`src/id_pkg.sv`:
```
`default_nettype none

package id_pkg;

	typedef logic [31:0] word_t;
	typedef logic [31:0] inst_t;
	typedef logic [4:0]  reg_addr_t;
	typedef logic [5:0]  opcode_t;
	typedef logic [5:0]  funct_t;
	typedef logic [7:0]  alu_op_t;

	// ALU unit groups seen by execute
	typedef enum logic [2:0] {
		sel_nop   = 3'b000,
		sel_logic = 3'b001,
		sel_shift = 3'b010,
		sel_move  = 3'b011,
		sel_arith = 3'b100
	} alu_sel_e;

	////////////////////////////////////////////////////////////////////////////
	// primary opcodes
	////////////////////////////////////////////////////////////////////////////
	localparam opcode_t op_special  = 6'b000000;
	localparam opcode_t op_special2 = 6'b011100;
	localparam opcode_t op_ori      = 6'b001101;
	localparam opcode_t op_andi     = 6'b001100;
	localparam opcode_t op_xori     = 6'b001110;
	localparam opcode_t op_lui      = 6'b001111;
	localparam opcode_t op_pref     = 6'b110011;
	localparam opcode_t op_addi     = 6'b001000;
	localparam opcode_t op_addiu    = 6'b001001;
	localparam opcode_t op_slti     = 6'b001010;
	localparam opcode_t op_sltiu    = 6'b001011;

	////////////////////////////////////////////////////////////////////////////
	// function codes, SPECIAL then SPECIAL2
	////////////////////////////////////////////////////////////////////////////
	localparam funct_t funct_and   = 6'b100100;
	localparam funct_t funct_or    = 6'b100101;
	localparam funct_t funct_xor   = 6'b100110;
	localparam funct_t funct_nor   = 6'b100111;
	localparam funct_t funct_sll   = 6'b000000;
	localparam funct_t funct_srl   = 6'b000010;
	localparam funct_t funct_sra   = 6'b000011;
	localparam funct_t funct_sllv  = 6'b000100;
	localparam funct_t funct_srlv  = 6'b000110;
	localparam funct_t funct_srav  = 6'b000111;
	localparam funct_t funct_sync  = 6'b001111;
	localparam funct_t funct_movn  = 6'b001011;
	localparam funct_t funct_movz  = 6'b001010;
	localparam funct_t funct_mfhi  = 6'b010000;
	localparam funct_t funct_mflo  = 6'b010010;
	localparam funct_t funct_mthi  = 6'b010001;
	localparam funct_t funct_mtlo  = 6'b010011;
	localparam funct_t funct_add   = 6'b100000;
	localparam funct_t funct_addu  = 6'b100001;
	localparam funct_t funct_sub   = 6'b100010;
	localparam funct_t funct_subu  = 6'b100011;
	localparam funct_t funct_slt   = 6'b101010;
	localparam funct_t funct_sltu  = 6'b101011;
	localparam funct_t funct_mult  = 6'b011000;
	localparam funct_t funct_multu = 6'b011001;
	localparam funct_t funct_div   = 6'b011010;
	localparam funct_t funct_divu  = 6'b011011;

	localparam funct_t funct_clz   = 6'b100000;
	localparam funct_t funct_clo   = 6'b100001;
	localparam funct_t funct_mul   = 6'b000010;
	localparam funct_t funct_madd  = 6'b000000;
	localparam funct_t funct_maddu = 6'b000001;
	localparam funct_t funct_msub  = 6'b000100;
	localparam funct_t funct_msubu = 6'b000101;

	////////////////////////////////////////////////////////////////////////////
	// ALU operation codes
	////////////////////////////////////////////////////////////////////////////
	// codes repeat across groups, the selector tells them apart
	localparam alu_op_t aluop_nop   = 8'h00;
	localparam alu_op_t aluop_ori   = 8'h0d;
	localparam alu_op_t aluop_andi  = 8'h0c;
	localparam alu_op_t aluop_xori  = 8'h0e;
	localparam alu_op_t aluop_lui   = 8'h0f;
	localparam alu_op_t aluop_pref  = 8'h33;
	localparam alu_op_t aluop_addi  = 8'h08;
	localparam alu_op_t aluop_addiu = 8'h09;
	localparam alu_op_t aluop_slti  = 8'h0a;
	localparam alu_op_t aluop_sltiu = 8'h0b;
	localparam alu_op_t aluop_and   = 8'h24;
	localparam alu_op_t aluop_or    = 8'h25;
	localparam alu_op_t aluop_xor   = 8'h26;
	localparam alu_op_t aluop_nor   = 8'h27;
	localparam alu_op_t aluop_sll   = 8'h00;
	localparam alu_op_t aluop_srl   = 8'h02;
	localparam alu_op_t aluop_sra   = 8'h03;
	localparam alu_op_t aluop_sllv  = 8'h04;
	localparam alu_op_t aluop_srlv  = 8'h06;
	localparam alu_op_t aluop_srav  = 8'h07;
	localparam alu_op_t aluop_sync  = 8'h0f;
	localparam alu_op_t aluop_movn  = 8'h0b;
	localparam alu_op_t aluop_movz  = 8'h0a;
	localparam alu_op_t aluop_mfhi  = 8'h10;
	localparam alu_op_t aluop_mflo  = 8'h12;
	localparam alu_op_t aluop_mthi  = 8'h11;
	localparam alu_op_t aluop_mtlo  = 8'h13;
	localparam alu_op_t aluop_add   = 8'h20;
	localparam alu_op_t aluop_addu  = 8'h21;
	localparam alu_op_t aluop_sub   = 8'h22;
	localparam alu_op_t aluop_subu  = 8'h23;
	localparam alu_op_t aluop_slt   = 8'h2a;
	localparam alu_op_t aluop_sltu  = 8'h2b;
	localparam alu_op_t aluop_mult  = 8'h18;
	localparam alu_op_t aluop_multu = 8'h19;
	localparam alu_op_t aluop_div   = 8'h1a;
	localparam alu_op_t aluop_divu  = 8'h1b;
	localparam alu_op_t aluop_clz   = 8'he0;
	localparam alu_op_t aluop_clo   = 8'he1;
	localparam alu_op_t aluop_mul   = 8'h02;
	localparam alu_op_t aluop_madd  = 8'hc0;
	localparam alu_op_t aluop_maddu = 8'hc1;
	localparam alu_op_t aluop_msub  = 8'hc4;
	localparam alu_op_t aluop_msubu = 8'hc5;

	////////////////////////////////////////////////////////////////////////////
	// bundles
	////////////////////////////////////////////////////////////////////////////
	typedef struct packed {
		logic      re;
		reg_addr_t addr;
	} rf_read_t;

	// one write from a later stage, used for forwarding
	typedef struct packed {
		logic      we;
		reg_addr_t addr;
		word_t     data;
	} wb_fwd_t;

	typedef struct packed {
		alu_sel_e  sel;
		alu_op_t   op;
		logic      we;
		reg_addr_t waddr;
		rf_read_t  rf1;
		rf_read_t  rf2;
		word_t     imm;
	} decode_t;

	typedef struct packed {
		alu_sel_e  sel;
		alu_op_t   op;
		word_t     op1;
		word_t     op2;
		logic      we;
		reg_addr_t waddr;
	} id_ex_t;

endpackage

`default_nettype wire
```
`src/id_stage.sv`:
```
`default_nettype none
`timescale 1ns/100ps

module id_stage (
	input  wire                   clk,
	input  wire                   reset_n,
	input  wire id_pkg::inst_t    inst_i,
	input  wire id_pkg::wb_fwd_t  ex_fwd_i,
	input  wire id_pkg::wb_fwd_t  mem_fwd_i,
	input  wire id_pkg::word_t    rf1_data_i,
	input  wire id_pkg::word_t    rf2_data_i,
	output wire id_pkg::rf_read_t rf1_req_o,
	output wire id_pkg::rf_read_t rf2_req_o,
	output wire id_pkg::id_ex_t   id_ex_o
);

	id_pkg::decode_t dec;
	id_pkg::word_t   op1;
	id_pkg::word_t   op2;

	mips_decoder u_dec (
		.inst_i (inst_i),
		.dec_o  (dec)
	);

	// register file is read in the same cycle
	assign rf1_req_o = dec.rf1;
	assign rf2_req_o = dec.rf2;

	////////////////////////////////////////////////////////////////////////////
	// operand selection, one per source port
	////////////////////////////////////////////////////////////////////////////
	operand_fwd u_fwd1 (
		.req_i     (dec.rf1),
		.imm_i     (dec.imm),
		.ex_fwd_i  (ex_fwd_i),
		.mem_fwd_i (mem_fwd_i),
		.rf_data_i (rf1_data_i),
		.operand_o (op1)
	);

	operand_fwd u_fwd2 (
		.req_i     (dec.rf2),
		.imm_i     (dec.imm),
		.ex_fwd_i  (ex_fwd_i),
		.mem_fwd_i (mem_fwd_i),
		.rf_data_i (rf2_data_i),
		.operand_o (op2)
	);

	// hand-off to execute
	id_ex_reg u_id_ex (
		.clk     (clk),
		.reset_n (reset_n),
		.dec_i   (dec),
		.op1_i   (op1),
		.op2_i   (op2),
		.id_ex_o (id_ex_o)
	);

endmodule

`default_nettype wire

```
`src/id_ex_reg.sv`:
```
`default_nettype none
`timescale 1ns/100ps

module id_ex_reg (
	input  wire                  clk,
	input  wire                  reset_n,
	input  wire id_pkg::decode_t dec_i,
	input  wire id_pkg::word_t   op1_i,
	input  wire id_pkg::word_t   op2_i,
	output id_pkg::id_ex_t       id_ex_o
);

	id_pkg::id_ex_t id_ex_d;

	// execute bundle from the decode result and resolved operands
	always_comb begin
		id_ex_d.sel   = dec_i.sel;
		id_ex_d.op    = dec_i.op;
		id_ex_d.op1   = op1_i;
		id_ex_d.op2   = op2_i;
		id_ex_d.we    = dec_i.we;
		id_ex_d.waddr = dec_i.waddr;
	end

	always_ff @(posedge clk) begin
		if (!reset_n) begin
			id_ex_o <= '0;
		end else begin
			id_ex_o <= id_ex_d;
		end
	end

	////////////////////////////////////////////////////////////////////////////
	// bundle checks
	////////////////////////////////////////////////////////////////////////////
	// decoder must only ever hand over a known unit group
	a_sel_legal: assert property (@(posedge clk) disable iff (!reset_n)
		id_ex_o.sel inside {id_pkg::sel_nop, id_pkg::sel_logic, id_pkg::sel_shift,
			id_pkg::sel_move, id_pkg::sel_arith});

	// a writing instruction always goes to some ALU unit
	a_we_not_nop: assert property (@(posedge clk) disable iff (!reset_n)
		id_ex_o.we |-> id_ex_o.sel != id_pkg::sel_nop);

	// reset flushes the stage on the next edge
	a_reset_clear: assert property (@(posedge clk)
		!reset_n |=> id_ex_o == '0);

endmodule

`default_nettype wire

```
`src/operand_fwd.sv`:
```
`default_nettype none
`timescale 1ns/100ps

module operand_fwd (
	input  wire id_pkg::rf_read_t req_i,
	input  wire id_pkg::word_t    imm_i,
	input  wire id_pkg::wb_fwd_t  ex_fwd_i,
	input  wire id_pkg::wb_fwd_t  mem_fwd_i,
	input  wire id_pkg::word_t    rf_data_i,
	output id_pkg::word_t         operand_o
);

	logic ex_hit;
	logic mem_hit;

	// a later stage is about to write the register this port reads
	assign ex_hit  = req_i.re && ex_fwd_i.we && (ex_fwd_i.addr == req_i.addr);
	assign mem_hit = req_i.re && mem_fwd_i.we && (mem_fwd_i.addr == req_i.addr);

	// youngest result wins, so execute beats memory
	always_comb begin
		if (ex_hit) begin
			operand_o = ex_fwd_i.data;
		end else if (mem_hit) begin
			operand_o = mem_fwd_i.data;
		end else if (req_i.re) begin
			operand_o = rf_data_i;
		end else begin
			// port not reading a register carries the immediate
			operand_o = imm_i;
		end
	end

endmodule

`default_nettype wire

```
`src/mips_decoder.sv`:
```
`default_nettype none
`timescale 1ns/100ps

module mips_decoder (
	input  wire id_pkg::inst_t inst_i,
	output id_pkg::decode_t    dec_o
);

	id_pkg::opcode_t   opcode;
	id_pkg::funct_t    funct;
	id_pkg::reg_addr_t rs;
	id_pkg::reg_addr_t rt;
	id_pkg::reg_addr_t rd;
	logic [4:0]        shamt;
	logic [15:0]       imm16;
	id_pkg::word_t     imm;

	// instruction fields
	assign opcode = inst_i[31:26];
	assign rs     = inst_i[25:21];
	assign rt     = inst_i[20:16];
	assign rd     = inst_i[15:11];
	assign shamt  = inst_i[10:6];
	assign funct  = inst_i[5:0];
	assign imm16  = inst_i[15:0];

	// one row of the decode table, addresses and immediate are added later
	function automatic id_pkg::decode_t row(
		input id_pkg::alu_sel_e  sel,
		input id_pkg::alu_op_t   op,
		input logic              we,
		input logic              re1,
		input logic              re2,
		input id_pkg::reg_addr_t dst
	);
		id_pkg::decode_t d;
		d        = '0;
		d.sel    = sel;
		d.op     = op;
		d.we     = we;
		d.waddr  = dst;
		d.rf1.re = re1;
		d.rf2.re = re2;
		return d;
	endfunction

	////////////////////////////////////////////////////////////////////////////
	// immediate generation
	////////////////////////////////////////////////////////////////////////////
	always_comb begin
		imm = '0;
		case (opcode)
			id_pkg::op_ori, id_pkg::op_andi, id_pkg::op_xori, id_pkg::op_lui: begin
				imm = {16'h0000, imm16};
			end
			id_pkg::op_addi, id_pkg::op_addiu, id_pkg::op_slti, id_pkg::op_sltiu: begin
				imm = {{16{imm16[15]}}, imm16};
			end
			id_pkg::op_special: begin
				// constant shifts take shamt in place of rs
				if (funct == id_pkg::funct_sll || funct == id_pkg::funct_srl ||
					funct == id_pkg::funct_sra) begin
					imm = {27'd0, shamt};
				end
			end
			default: ;
		endcase
	end

	////////////////////////////////////////////////////////////////////////////
	// decode table
	////////////////////////////////////////////////////////////////////////////
	// row arguments: selector, op, write enable, rs read, rt read, destination
	always_comb begin
		// anything not listed stays a no-op
		dec_o = row(id_pkg::sel_nop, id_pkg::aluop_nop, 1'b0, 1'b0, 1'b0, '0);
		case (opcode)
			// immediate logic group
			id_pkg::op_ori:
				dec_o = row(id_pkg::sel_logic, id_pkg::aluop_ori, 1'b1, 1'b1, 1'b0, rt);
			id_pkg::op_andi:
				dec_o = row(id_pkg::sel_logic, id_pkg::aluop_andi, 1'b1, 1'b1, 1'b0, rt);
			id_pkg::op_xori:
				dec_o = row(id_pkg::sel_logic, id_pkg::aluop_xori, 1'b1, 1'b1, 1'b0, rt);
			id_pkg::op_lui:
				dec_o = row(id_pkg::sel_logic, id_pkg::aluop_lui, 1'b1, 1'b1, 1'b0, rt);
			id_pkg::op_pref:
				dec_o = row(id_pkg::sel_nop, id_pkg::aluop_pref, 1'b0, 1'b0, 1'b0, rt);
			// immediate arithmetic group
			id_pkg::op_addi:
				dec_o = row(id_pkg::sel_arith, id_pkg::aluop_addi, 1'b1, 1'b1, 1'b0, rt);
			id_pkg::op_addiu:
				dec_o = row(id_pkg::sel_arith, id_pkg::aluop_addiu, 1'b1, 1'b1, 1'b0, rt);
			id_pkg::op_slti:
				dec_o = row(id_pkg::sel_arith, id_pkg::aluop_slti, 1'b1, 1'b1, 1'b0, rt);
			id_pkg::op_sltiu:
				dec_o = row(id_pkg::sel_arith, id_pkg::aluop_sltiu, 1'b1, 1'b1, 1'b0, rt);

			id_pkg::op_special: begin
				case (funct)
					id_pkg::funct_and:
						dec_o = row(id_pkg::sel_logic, id_pkg::aluop_and, 1'b1, 1'b1, 1'b1, rd);
					id_pkg::funct_or:
						dec_o = row(id_pkg::sel_logic, id_pkg::aluop_or, 1'b1, 1'b1, 1'b1, rd);
					id_pkg::funct_xor:
						dec_o = row(id_pkg::sel_logic, id_pkg::aluop_xor, 1'b1, 1'b1, 1'b1, rd);
					id_pkg::funct_nor:
						dec_o = row(id_pkg::sel_logic, id_pkg::aluop_nor, 1'b1, 1'b1, 1'b1, rd);
					// constant shifts, rs port carries shamt
					id_pkg::funct_sll:
						dec_o = row(id_pkg::sel_shift, id_pkg::aluop_sll, 1'b1, 1'b0, 1'b1, rd);
					id_pkg::funct_srl:
						dec_o = row(id_pkg::sel_shift, id_pkg::aluop_srl, 1'b1, 1'b0, 1'b1, rd);
					id_pkg::funct_sra:
						dec_o = row(id_pkg::sel_shift, id_pkg::aluop_sra, 1'b1, 1'b0, 1'b1, rd);
					id_pkg::funct_sllv:
						dec_o = row(id_pkg::sel_shift, id_pkg::aluop_sllv, 1'b1, 1'b1, 1'b1, rd);
					id_pkg::funct_srlv:
						dec_o = row(id_pkg::sel_shift, id_pkg::aluop_srlv, 1'b1, 1'b1, 1'b1, rd);
					id_pkg::funct_srav:
						dec_o = row(id_pkg::sel_shift, id_pkg::aluop_srav, 1'b1, 1'b1, 1'b1, rd);
					id_pkg::funct_sync:
						dec_o = row(id_pkg::sel_nop, id_pkg::aluop_sync, 1'b0, 1'b0, 1'b0, rd);
					// moves and hi/lo access
					id_pkg::funct_movn:
						dec_o = row(id_pkg::sel_move, id_pkg::aluop_movn, 1'b1, 1'b1, 1'b1, rd);
					id_pkg::funct_movz:
						dec_o = row(id_pkg::sel_move, id_pkg::aluop_movz, 1'b1, 1'b1, 1'b1, rd);
					id_pkg::funct_mfhi:
						dec_o = row(id_pkg::sel_move, id_pkg::aluop_mfhi, 1'b1, 1'b0, 1'b0, rd);
					id_pkg::funct_mflo:
						dec_o = row(id_pkg::sel_move, id_pkg::aluop_mflo, 1'b1, 1'b0, 1'b0, rd);
					id_pkg::funct_mthi:
						dec_o = row(id_pkg::sel_move, id_pkg::aluop_mthi, 1'b0, 1'b1, 1'b0, rd);
					id_pkg::funct_mtlo:
						dec_o = row(id_pkg::sel_move, id_pkg::aluop_mtlo, 1'b0, 1'b1, 1'b0, rd);
					// arithmetic
					id_pkg::funct_add:
						dec_o = row(id_pkg::sel_arith, id_pkg::aluop_add, 1'b1, 1'b1, 1'b1, rd);
					id_pkg::funct_addu:
						dec_o = row(id_pkg::sel_arith, id_pkg::aluop_addu, 1'b1, 1'b1, 1'b1, rd);
					id_pkg::funct_sub:
						dec_o = row(id_pkg::sel_arith, id_pkg::aluop_sub, 1'b1, 1'b1, 1'b1, rd);
					id_pkg::funct_subu:
						dec_o = row(id_pkg::sel_arith, id_pkg::aluop_subu, 1'b1, 1'b1, 1'b1, rd);
					id_pkg::funct_slt:
						dec_o = row(id_pkg::sel_arith, id_pkg::aluop_slt, 1'b1, 1'b1, 1'b1, rd);
					id_pkg::funct_sltu:
						dec_o = row(id_pkg::sel_arith, id_pkg::aluop_sltu, 1'b1, 1'b1, 1'b1, rd);
					// mult/div write hi/lo, never the register file
					id_pkg::funct_mult:
						dec_o = row(id_pkg::sel_arith, id_pkg::aluop_mult, 1'b0, 1'b1, 1'b1, rd);
					id_pkg::funct_multu:
						dec_o = row(id_pkg::sel_arith, id_pkg::aluop_multu, 1'b0, 1'b1, 1'b1, rd);
					id_pkg::funct_div:
						dec_o = row(id_pkg::sel_arith, id_pkg::aluop_div, 1'b0, 1'b1, 1'b1, rd);
					id_pkg::funct_divu:
						dec_o = row(id_pkg::sel_arith, id_pkg::aluop_divu, 1'b0, 1'b1, 1'b1, rd);
					default: ;
				endcase
			end

			id_pkg::op_special2: begin
				case (funct)
					id_pkg::funct_clz:
						dec_o = row(id_pkg::sel_arith, id_pkg::aluop_clz, 1'b1, 1'b1, 1'b0, rd);
					id_pkg::funct_clo:
						dec_o = row(id_pkg::sel_arith, id_pkg::aluop_clo, 1'b1, 1'b1, 1'b0, rd);
					id_pkg::funct_mul:
						dec_o = row(id_pkg::sel_arith, id_pkg::aluop_mul, 1'b1, 1'b1, 1'b1, rd);
					// accumulate into hi/lo
					id_pkg::funct_madd:
						dec_o = row(id_pkg::sel_arith, id_pkg::aluop_madd, 1'b0, 1'b1, 1'b1, rd);
					id_pkg::funct_maddu:
						dec_o = row(id_pkg::sel_arith, id_pkg::aluop_maddu, 1'b0, 1'b1, 1'b1, rd);
					id_pkg::funct_msub:
						dec_o = row(id_pkg::sel_arith, id_pkg::aluop_msub, 1'b0, 1'b1, 1'b1, rd);
					id_pkg::funct_msubu:
						dec_o = row(id_pkg::sel_arith, id_pkg::aluop_msubu, 1'b0, 1'b1, 1'b1, rd);
					default: ;
				endcase
			end
			default: ;
		endcase

		// read addresses follow the instruction whatever the enables
		dec_o.rf1.addr = rs;
		dec_o.rf2.addr = rt;
		dec_o.imm      = imm;
	end

endmodule

`default_nettype wire

```
`config.mk`:
```
export PLATFORM = sky130hd
export DESIGN_NAME = id_stage
export DESIGN_NICKNAME = d
export VERILOG_FILES = /design/src/id_pkg.sv /design/src/id_stage.sv /design/src/id_ex_reg.sv /design/src/operand_fwd.sv /design/src/mips_decoder.sv
export SDC_FILE = /design/constraint.sdc
export NUM_CORES = 1
export LEC_CHECK = 0
export BUFFER_PORTS_ARGS = -buffer_cell sky130_fd_sc_hd__clkbuf_2
export CAP_MARGIN = 20
export CORE_MARGIN = 5
export CORE_UTILIZATION = 30
export DETAILED_ROUTE_END_ITERATION = 6
export GPL_TIMING_DRIVEN = 1
export HOLD_SLACK_MARGIN = 0.15
export PLACE_DENSITY = 0.57
export SLEW_MARGIN = 20
export SYNTH_ARGS = -nofsm -noshare
export SYNTH_HDL_FRONTEND = slang
export SYNTH_SLANG_ARGS = --single-unit
```
`constraint.sdc`:
```
create_clock -name clk -period 5.9 [get_ports clk]
set_input_delay 1.18 -clock clk [delete_from_list [all_inputs] [get_ports clk]]
set_output_delay 1.18 -clock clk [all_outputs]
set_load 0.02 [all_outputs]
```
# Yosys cells after proc, flatten, opt, wreduce, memory -nomap -nowiden

Index checks and enable logic that the tools add are counted.
Widths: inputs -> output; s select.

Add/sub/neg operators: 0
$mul: 0
Divide/modulo/power cells: 0
Order comparisons: 0
Eq/ne operators: 42
Shifts and indexed selects: 0
Mux-type cells: 11
Bitwise operators: 0
Reductions and logical operators: 14

Operator list:

| cell               | number |
|---|---|
| $pmux 61 s27       | 1 |
| $pmux 61 s11       | 1 |
| $pmux 61 s7        | 1 |
| $mux 32            | 6 |
| $pmux 32 s3        | 1 |
| $eq 6x4->1 const B | 11 |
| $eq 6x6->1 const B | 11 |
| $eq 6x5->1 const B | 9 |
| $eq 6x3->1 const B | 4 |
| $eq 5x5->1         | 4 |
| $eq 6x2->1 const B | 2 |
| $logic_not 6->1    | 2 |
| $logic_and 1x1->1  | 8 |
| $reduce_or 4->1    | 2 |
| $eq 6x1->1 const B | 1 |
| $mux 5             | 1 |
| $logic_or 1x1->1   | 2 |

Register bits after elaboration: 81
Latch bits: 0
RAM bits: 0
Bits in read-only memories: 0
Input bits: 174
Output and inout bits: 93
Memories kept: 0

# Longest topological paths before layout

Gate-level depths: netlist (run 1).

Depth after elaboration: 8
Gate-level depth with buffers: 11

# Cells and area by module

A second synthesis (run 1) with hierarchy kept.

Cells, all modules: 745
Area total of the unflattened synthesis: 6974.2 um2

By module, submodules not included:

| module       | times used | cells an instance | area each (um2) | sequential area each (um2) |
|---|---|---|---|---|
| operand_fwd  | 2          | 206               | 1830.5          | 0.0 |
| id_ex_reg    | 1          | 170               | 2269.7          | 1621.6 |
| mips_decoder | 1          | 163               | 1043.5          | 0.0 |

# Worst setup path after synthesis (run 1)

Ideal clock, no wire load.

Kind: input-to-output
Start point: in inst_i[0]
End point: out rf2_req_o[5] (netlist bit)
Arrival: 2.366 ns
Data required time: 4.720 ns
Slack: 2.354 ns
Stages: 8
Buffers on the path: 3
Cell sequence: buf_2 nor3b_2 a211oi_2 o21ai_2 o21ba_1 buf_6 inv_2 buf_4

RTL lines:

| element     | RTL line       | source |
|---|---|---|
| from (decl) | id_stage.sv:7  | `input wire id_pkg::inst_t inst_i,` |
| to (decl)   | id_stage.sv:13 | `output wire id_pkg::rf_read_t rf2_req_o,` |

==> out/results.txt, run 1 <==
The flow ran to the end, and the final reports show no timing, DRC or antenna violations. The number of CTS-inserted buffers came out at 9. The startpoint of the most critical hold path was ex_fwd_i[29]. The number of antenna diodes in the final layout is 0.

Entering global routing, the biggest net connects 36 pins. The share of the Yosys chip area taken by registers is 34.53%. Global routing consumed, over all layers together, 19.01% of the routing resources. The number of antenna violations at the first check in global routing came out at 0. The cell type contributing the most total cell area after synthesis is dfxtp_1.

In this run the core area contains 45 standard-cell rows. The startpoint-to-endpoint class of the critical path is in2out. After synthesis, the mean cell area works out to 9.765 um2.

The leading cell type in the layout, fill and taps excluded is clkbuf_2. The final hold slack is 1.086 ns. The tool flagged a number of max-cap violations equal to 0.

For the final routed database, the setup TNS stands at 0 ns. The number of flip-flops and latches in the synthesized netlist was 80. Counting every instance in the synthesized netlist gives 475. The post-route antenna net violation count was 0.

Total die area: 0.01805 mm2. Setup violations remaining at the end of the flow were counted as 0. The die is 134.3 um wide. For this design the static power due to leakage is 2.823 nW. The run gives 5 as the first-pass iteration count of the detailed router. TritonCTS built the clock tree. The count of hold buffers inserted by post-cts repair is 0.

The tools report the via count of the first global-routing pass as 4930. The path with the worst hold slack has its endpoint at u_id_ex.id_ex_o[67]. Top register by number of flip-flops: u_id_ex.id_ex_o. Once detailed placement completed, the half-perimeter wirelength came to 14050 um. For the achievable clock frequency, the log shows 229.7 MHz.

The min-delay analysis places its worst path in the category in2reg. The post-detailed-routing wire length is 17830 um, and the total core area is 0.01520 mm2. In the final layout, the registers with the most flip-flops are u_id_ex.id_ex_o: 80 flops. At the worst endpoint, the required time is 4.72 ns. Counting every net in the synthesized netlist gives 649.

The first global-routing pass estimated 27210 um of wire. The cell area that synthesis handed to floorplanning was 0.004638 mm2. The smallest clock period supported by the final layout is computed as 4.353 ns. Across the VDD grid, the largest voltage drop is 0.1387 mV. Actual transition at the worst max-transition pin: 1.005 ns. Dividing the final minimum period by the clock period gives 73.78%. The data arrival at the endpoint of the critical path is 3.17 ns, and the number of max-slew violations in the final report is 0. Of the cells placed in the final design, the portion with a size suffix greater than 1 is 46.34%. The worst pin sits at a relative slew slack of 32.83%. The areal power density over the cells works out to 213.3 mW/mm2. During synthesis, Yosys emitted a total of 0 warnings.

The share of flip-flops with an asynchronous set or reset is 0%, and the deepest level of the CTS H-tree is 3. The maximum fanout along the worst path works out to 34. The post-CTS repair timing setup buffer count was 0; the count of flip-flops with a built-in enable after synthesis was 0. The worst-case clock buffer depth is 2, and the final instance area is 0.006252 mm2.

The completed layout was analyzed and its total power is 0.001334 W. Clock tree synthesis found a total of 80 sinks. Once the floorplan was initialized, standard cells occupied 30.51% of the core.

Setup repair after global routing left no endpoint under its margin. Yosys mapped the design onto 57 distinct sky130hd cell types. In this run the clock root is driven by a clkbuf_16. By area the synthesized netlist is led by dfxtp_1 (35%), mux2i_1 (10%), o221a_1 (9.0%). For the count of instances resized after the clock tree is built, the log shows 0. Compared with the post-synthesis result, the final layout area differs by 34.80%. The number of nets in the final layout was 879; the via-per-instance ratio was 5.302. For the final weighted congestion in routability-driven placement, the log shows 0.8773. The element type at the critical path end is a primary output. After clock tree synthesis, the clock-pin slew on the worst setup and hold paths is 0.07 ns.

The tools report the via total after detailed routing as 4761. The finished layout holds 898 standard cells, fillers aside. Once placement completed, the tool counted placed cells totaling 882. The die is 134.3 um tall. The worst setup path is launched from an input port.

Instance area at placement: 0.005947 mm2. The DRC violation total after the first TritonRoute iteration is 216, and the top-level port count is 267. The library cells used most frequently in the layout, excluding fill and tap cells, are clkbuf_2 (266), dfxtp_1 (80), mux2i_1 (48).

The final number of hold-violating endpoints was 0; the DRC violation count after routing was 0. The number of flip-flops in the largest register is 80. Summed over all layers, the global routing overflow is 0. The average wire per standard cell came out at 19.86 um. The share of synthesized area in the top cell type comes to 34.53%. Counting instances, the worst hold path has a depth of 3. The count of input and output buffers came out at 266. The most common flop cell mapped by yosys is dfxtp_1.
[how the worst max path moves through the flow]
stage | from | end | slack [ns] | cells after the start
after floorplan | inst_i[0] | rf2_req_o[5] | 2.35 | 8
after global placement | inst_i[4] | rf2_req_o[5] | 1.61 | 7
after detailed placement | inst_i[5] | rf2_req_o[5] | 1.55 | 7
after CTS | inst_i[5] | rf2_req_o[5] | 1.54 | 7
after global routing | inst_i[4] | rf2_req_o[5] | 1.38 | 7
final | inst_i[5] | rf2_req_o[5] | 1.55 | 7
[cells in the mapped netlist (6+ instances only)]
| library cell | instances |
|---|---|
| dfxtp_1 | 80 |
| clkbuf_1 | 19 |
| nor2_1 | 16 |
| and2_1 | 6 |
| mux2i_1 | 48 |
| a221oi_2 | 20 |
| nand2b_1 | 8 |
| inv_1 | 28 |
| o221a_1 | 37 |
| a221oi_1 | 8 |
| nand2_1 | 12 |
| buf_6 | 8 |
| and3_1 | 18 |
| o22a_1 | 16 |
| xor2_1 | 12 |
| xnor2_1 | 8 |
| a21oi_1 | 29 |
| buf_4 | 13 |
| buf_2 | 14 |
[worst max-delay path, stage by stage]
cell	delay, ns
clkbuf_2	0.32
nand2b_1	0.26
a211oi_2	0.11
o21ai_2	0.26
o21ba_2	0.74
inv_2	0.07
clkbuf_2	0.19
[per-layer routing]
| metal | vias to the layer above | wire [um] | track usage (%) |
|---|---|---|---|
| li1 | 2254 | - | - |
| met1 | 2243 | 7418 | 23.34 |
| met2 | 244 | 8803 | 33.02 |
| met3 | 20 | 1370 | 4.951 |
| met4 | 0 | 241 | 5.034 |
| met5 | - | 0 | 0 |
[where the power goes]
part | total [W] | switching [W] | leakage (nW) | internal [W]
Combinational | 0.000209 | 0.000119 | 2.03 | 0.0000897
Sequential | 0.000550 | 0.00000224 | 0.647 | 0.000547
Clock | 0.000575 | 0.000242 | 0.148 | 0.000333
[per-stage QoR]
step / setup WS, ns / utilization, %
2_1_floorplan: 2.354 / -
5_1_grt: 1.381 / 41.13
3_3_place_gp: 1.615 / 39.12
3_5_place_dp: 1.547 / 39.12
6_report: 1.547 / 41.13
4_1_cts: 1.540 / 41.13
[cell families (layout without fill, tap and decap cells)]
kind of cell | count (synthesis) | after routing | share of synthesized area (%)
simple gates | 90 | 90 | 11.19
compound gates | 152 | 152 | 30.46
flops | 80 | 80 | 34.53
xor+xnor | 20 | 20 | 3.777
mux | 48 | 48 | 10.36
buf+inv | 85 | 320 | 9.685
[cell type report]
| class | count | area, um2 |
|---|---|---|
| fillers | 1544 | 8950 |
| multi-input cells | 310 | 2606 |
| flip-flops and latches | 80 | 1602 |
| repair buffers | 274 | 1391 |
| well taps | 188 | 235.2 |
| clock buffers | 9 | 225.2 |
| inverters | 30 | 112.6 |
| clock inverters | 7 | 80.08 |
(Power assumes the default switching activity.)
==> inputs of run 2 (changes only) <==
- clock period: 5.9 -> 4.54 ns (I/O delays scaled with it)
==> run 2 against run 1 <==
- routed wire length up 1.2%
- clock power up 46%
- cell area up 0.80%
- total power up 37%
- non-clock buffer count up 2
- worst hold slack worse by 0.27 ns
- cell count up 0.22%
- sequential cell count unchanged
- combinational power up 30%
- utilization up 0.33 points
- setup slack worse by 0.35 ns
- largest cell class unchanged
==> out/results.txt, run 2 (same netlist as run 1, synthesis figures left out) <==
The worst setup path is launched from an input port. The floorplan step defined a die boundary enclosing 0.01805 mm2. The final layout contains 881 nets.

After detailed routing, the number of vias per cell comes to 5.293. For the combined area of the multi-input logic cells, the log shows 0.002610 mm2. The startpoint-to-endpoint class of the critical path was in2out. In this run the post-CTS setup repair buffer count came out at 0. The number of hold buffers added after CTS was 0.

In the routed design, unresolved DRC markers number 0. The count of maximum capacitance violations came out at 0. Register clock-pin slew on the reported worst setup and hold paths: 0.06 ns. Excluding fillers, the count of instances in the completed layout stands at 900. The tools report the final number of hold-violating endpoints as 0.

The number of setup violations in the final report is 0. The tools report the total design power as 0.001824 W. The signed area change from the synthesized netlist to the final layout is 35.88%. The final hold slack is 0.8172 ns. The worst-case clock buffer depth came out at 2. Number of CTS-inserted buffers: 9.

The cell that appears most often on the critical path is clkbuf_2. The setup TNS after final layout was 0 ns. Measured against its own limit, the worst slew margin works out to 34.36%. The H-tree generated during clock tree synthesis spans 3 levels. For this configuration, the core starts out at a cell density of 30.51%.

The first detailed-routing pass ran for 6 iterations. The first global-routing pass estimated 27330 um of wire. The filler cells instantiated in the layout total 1497. After layout, the minimum clock period comes to 3.339 ns. In this run the tool buffered the top-level ports with 266 buffer cells. The cell at the root of the clock tree is clkbuf_16.

The post-detailed-routing wire length was 18050 um; the vertical die dimension was 134.3 um. The largest registers in the layout are u_id_ex.id_ex_o: 80 flops. The flow ran to the end, and the final reports show no timing, DRC or antenna violations. The highest ir drop seen on vdd was 0.1642 mV.

Traced cell by cell, the critical path runs through clkbuf_2 -> nand2b_1 -> a211oi_2 -> o21ai_2 -> o211ai_4 -> clkbuf_2. The routed layout has 4764 vias. For this design, the slowest cell found on the critical path is o211ai_4. The register with the most flip-flops in the layout has 80 of them. Data on the critical path arrives at its endpoint at 2.43 ns. The number of antenna violations at the first check in global routing was 0. STA classifies the critical path endpoint as a primary output. Entering global routing, the biggest net connects 35 pins.

The run gives 0.001602 mm2 as the combined flip-flop and latch cell area. In this run the worst path has a maximum fanout of 21. The setup slack after placement came out at 1.102 ns. For the number of max-slew violations in the final report, the log shows 0. Post-CTS repair changed the size of 0 cells. Static power due to leakage: 2.849 nW. The class of the most critical hold timing path is in2reg.

In this run, placement finished with an instance count of 884. The worst path uses 73.54% of the clock period. Leaving out fill and tap cells, the most frequent cell in the layout is clkbuf_2. For this block, the initial DRC count from the detailed router was 274. The total core area was 0.01520 mm2; the aggregate global-route resource usage was 19.20%.

The logs give 3.63 ns for the required time at the endpoint of the critical path and 0 for the count of antenna diodes in the layout. Once routing completed, OpenROAD measured the worst setup slack at 1.201 ns. Ranked by flip-flop count, first place goes to u_id_ex.id_ex_o. In the layout the commonest cells are clkbuf_2 (266), dfxtp_1 (80), mux2i_1 (48).

The final weighted congestion in routability-driven placement is 0.8832, and the share of cells above drive strength 1 is 46.35%. At the pin with the least slew margin, the transition time is 0.9825 ns. The average wire per standard cell is 20.06 um.

TritonCTS built the clock tree. The logs give 80 for the number of sinks on the clock net and 0 for the total global routing overflow. The via count of the first global-routing pass is 4928, and the post-route antenna net violation count is 0.

Derived from the worst setup path, the maximum achievable clock frequency is 299.5 MHz. For this design the ratio of total power to cell area is 289.4 mW/mm2. Row generation in the floorplan step produced 45 rows. 267 I/O pins were placed.

Once detailed placement completed, the half-perimeter wirelength came to 14110 um. The die is 134.3 um wide. The delay contributed by the slowest stage of the critical path was 0.31 ns. Setup repair after global routing left no endpoint under its margin.
[run 2: cell count changes in the layout (fill, tap and decap cells not counted), sizes merged]
cell,change
clkinv,-2
inv,-1
buf,+2
clkinvlp,-1
clkbuf,+2
bufinv,+2
[run 2: worst max-delay path, delay by kind of cell]
kind,cells,cell delay (ns)
buf+inv,2,0.48
compound gates,3,0.75
simple gates,1,0.29
[run 2: final timing paths]
path | start | endpoint | slack (ns) | depth (start not counted)
worst max-delay path | inst_i[5] | rf1_req_o[5] | 1.20 | 6
worst min-delay path | ex_fwd_i[27] | u_id_ex.id_ex_o[65] | 0.82 | 3
[run 2: metrics by stage]
stage | util [%] | cell area [um2]
floorplan | - | 4638
global placement | 39.22 | 5962
detailed placement | 39.22 | 5962
CTS | 41.43 | 6299
global route | 41.46 | 6302
finish | 41.46 | 6302
[run 2: layout make-up]
class | count | share of cell area (%)
Inverter | 30 | 1.787
Tap cell | 188 | 3.732
Timing Repair Buffer | 276 | 22.31
Sequential cell | 80 | 25.41
Clock buffer | 11 | 3.693
Multi-Input combinational cell | 310 | 41.41
Clock inverter | 5 | 1.648
[run 2: metal layers]
| layer | share of wire [%] | vias to the layer above | GRT usage (%) | routed length [um] |
|---|---|---|---|---|
| met1 | 40 | 2213 | 23.21 | 7283 |
| met2 | 49 | 268 | 33.24 | 8844 |
| met5 | 0 | - | 0 | 0 |
| li1 | - | 2251 | - | - |
| met4 | 2.5 | 0 | 6.561 | 454 |
| met3 | 8.2 | 32 | 4.764 | 1472 |
[run 2: where the power goes]
part	internal [W]	switching [W]	total, W
clock	0.000539	0.000298	0.000837
sequential	0.000712	0.00000311	0.000715
combinational	0.000117	0.000156	0.000272
total	0.00137	0.000456	0.00182
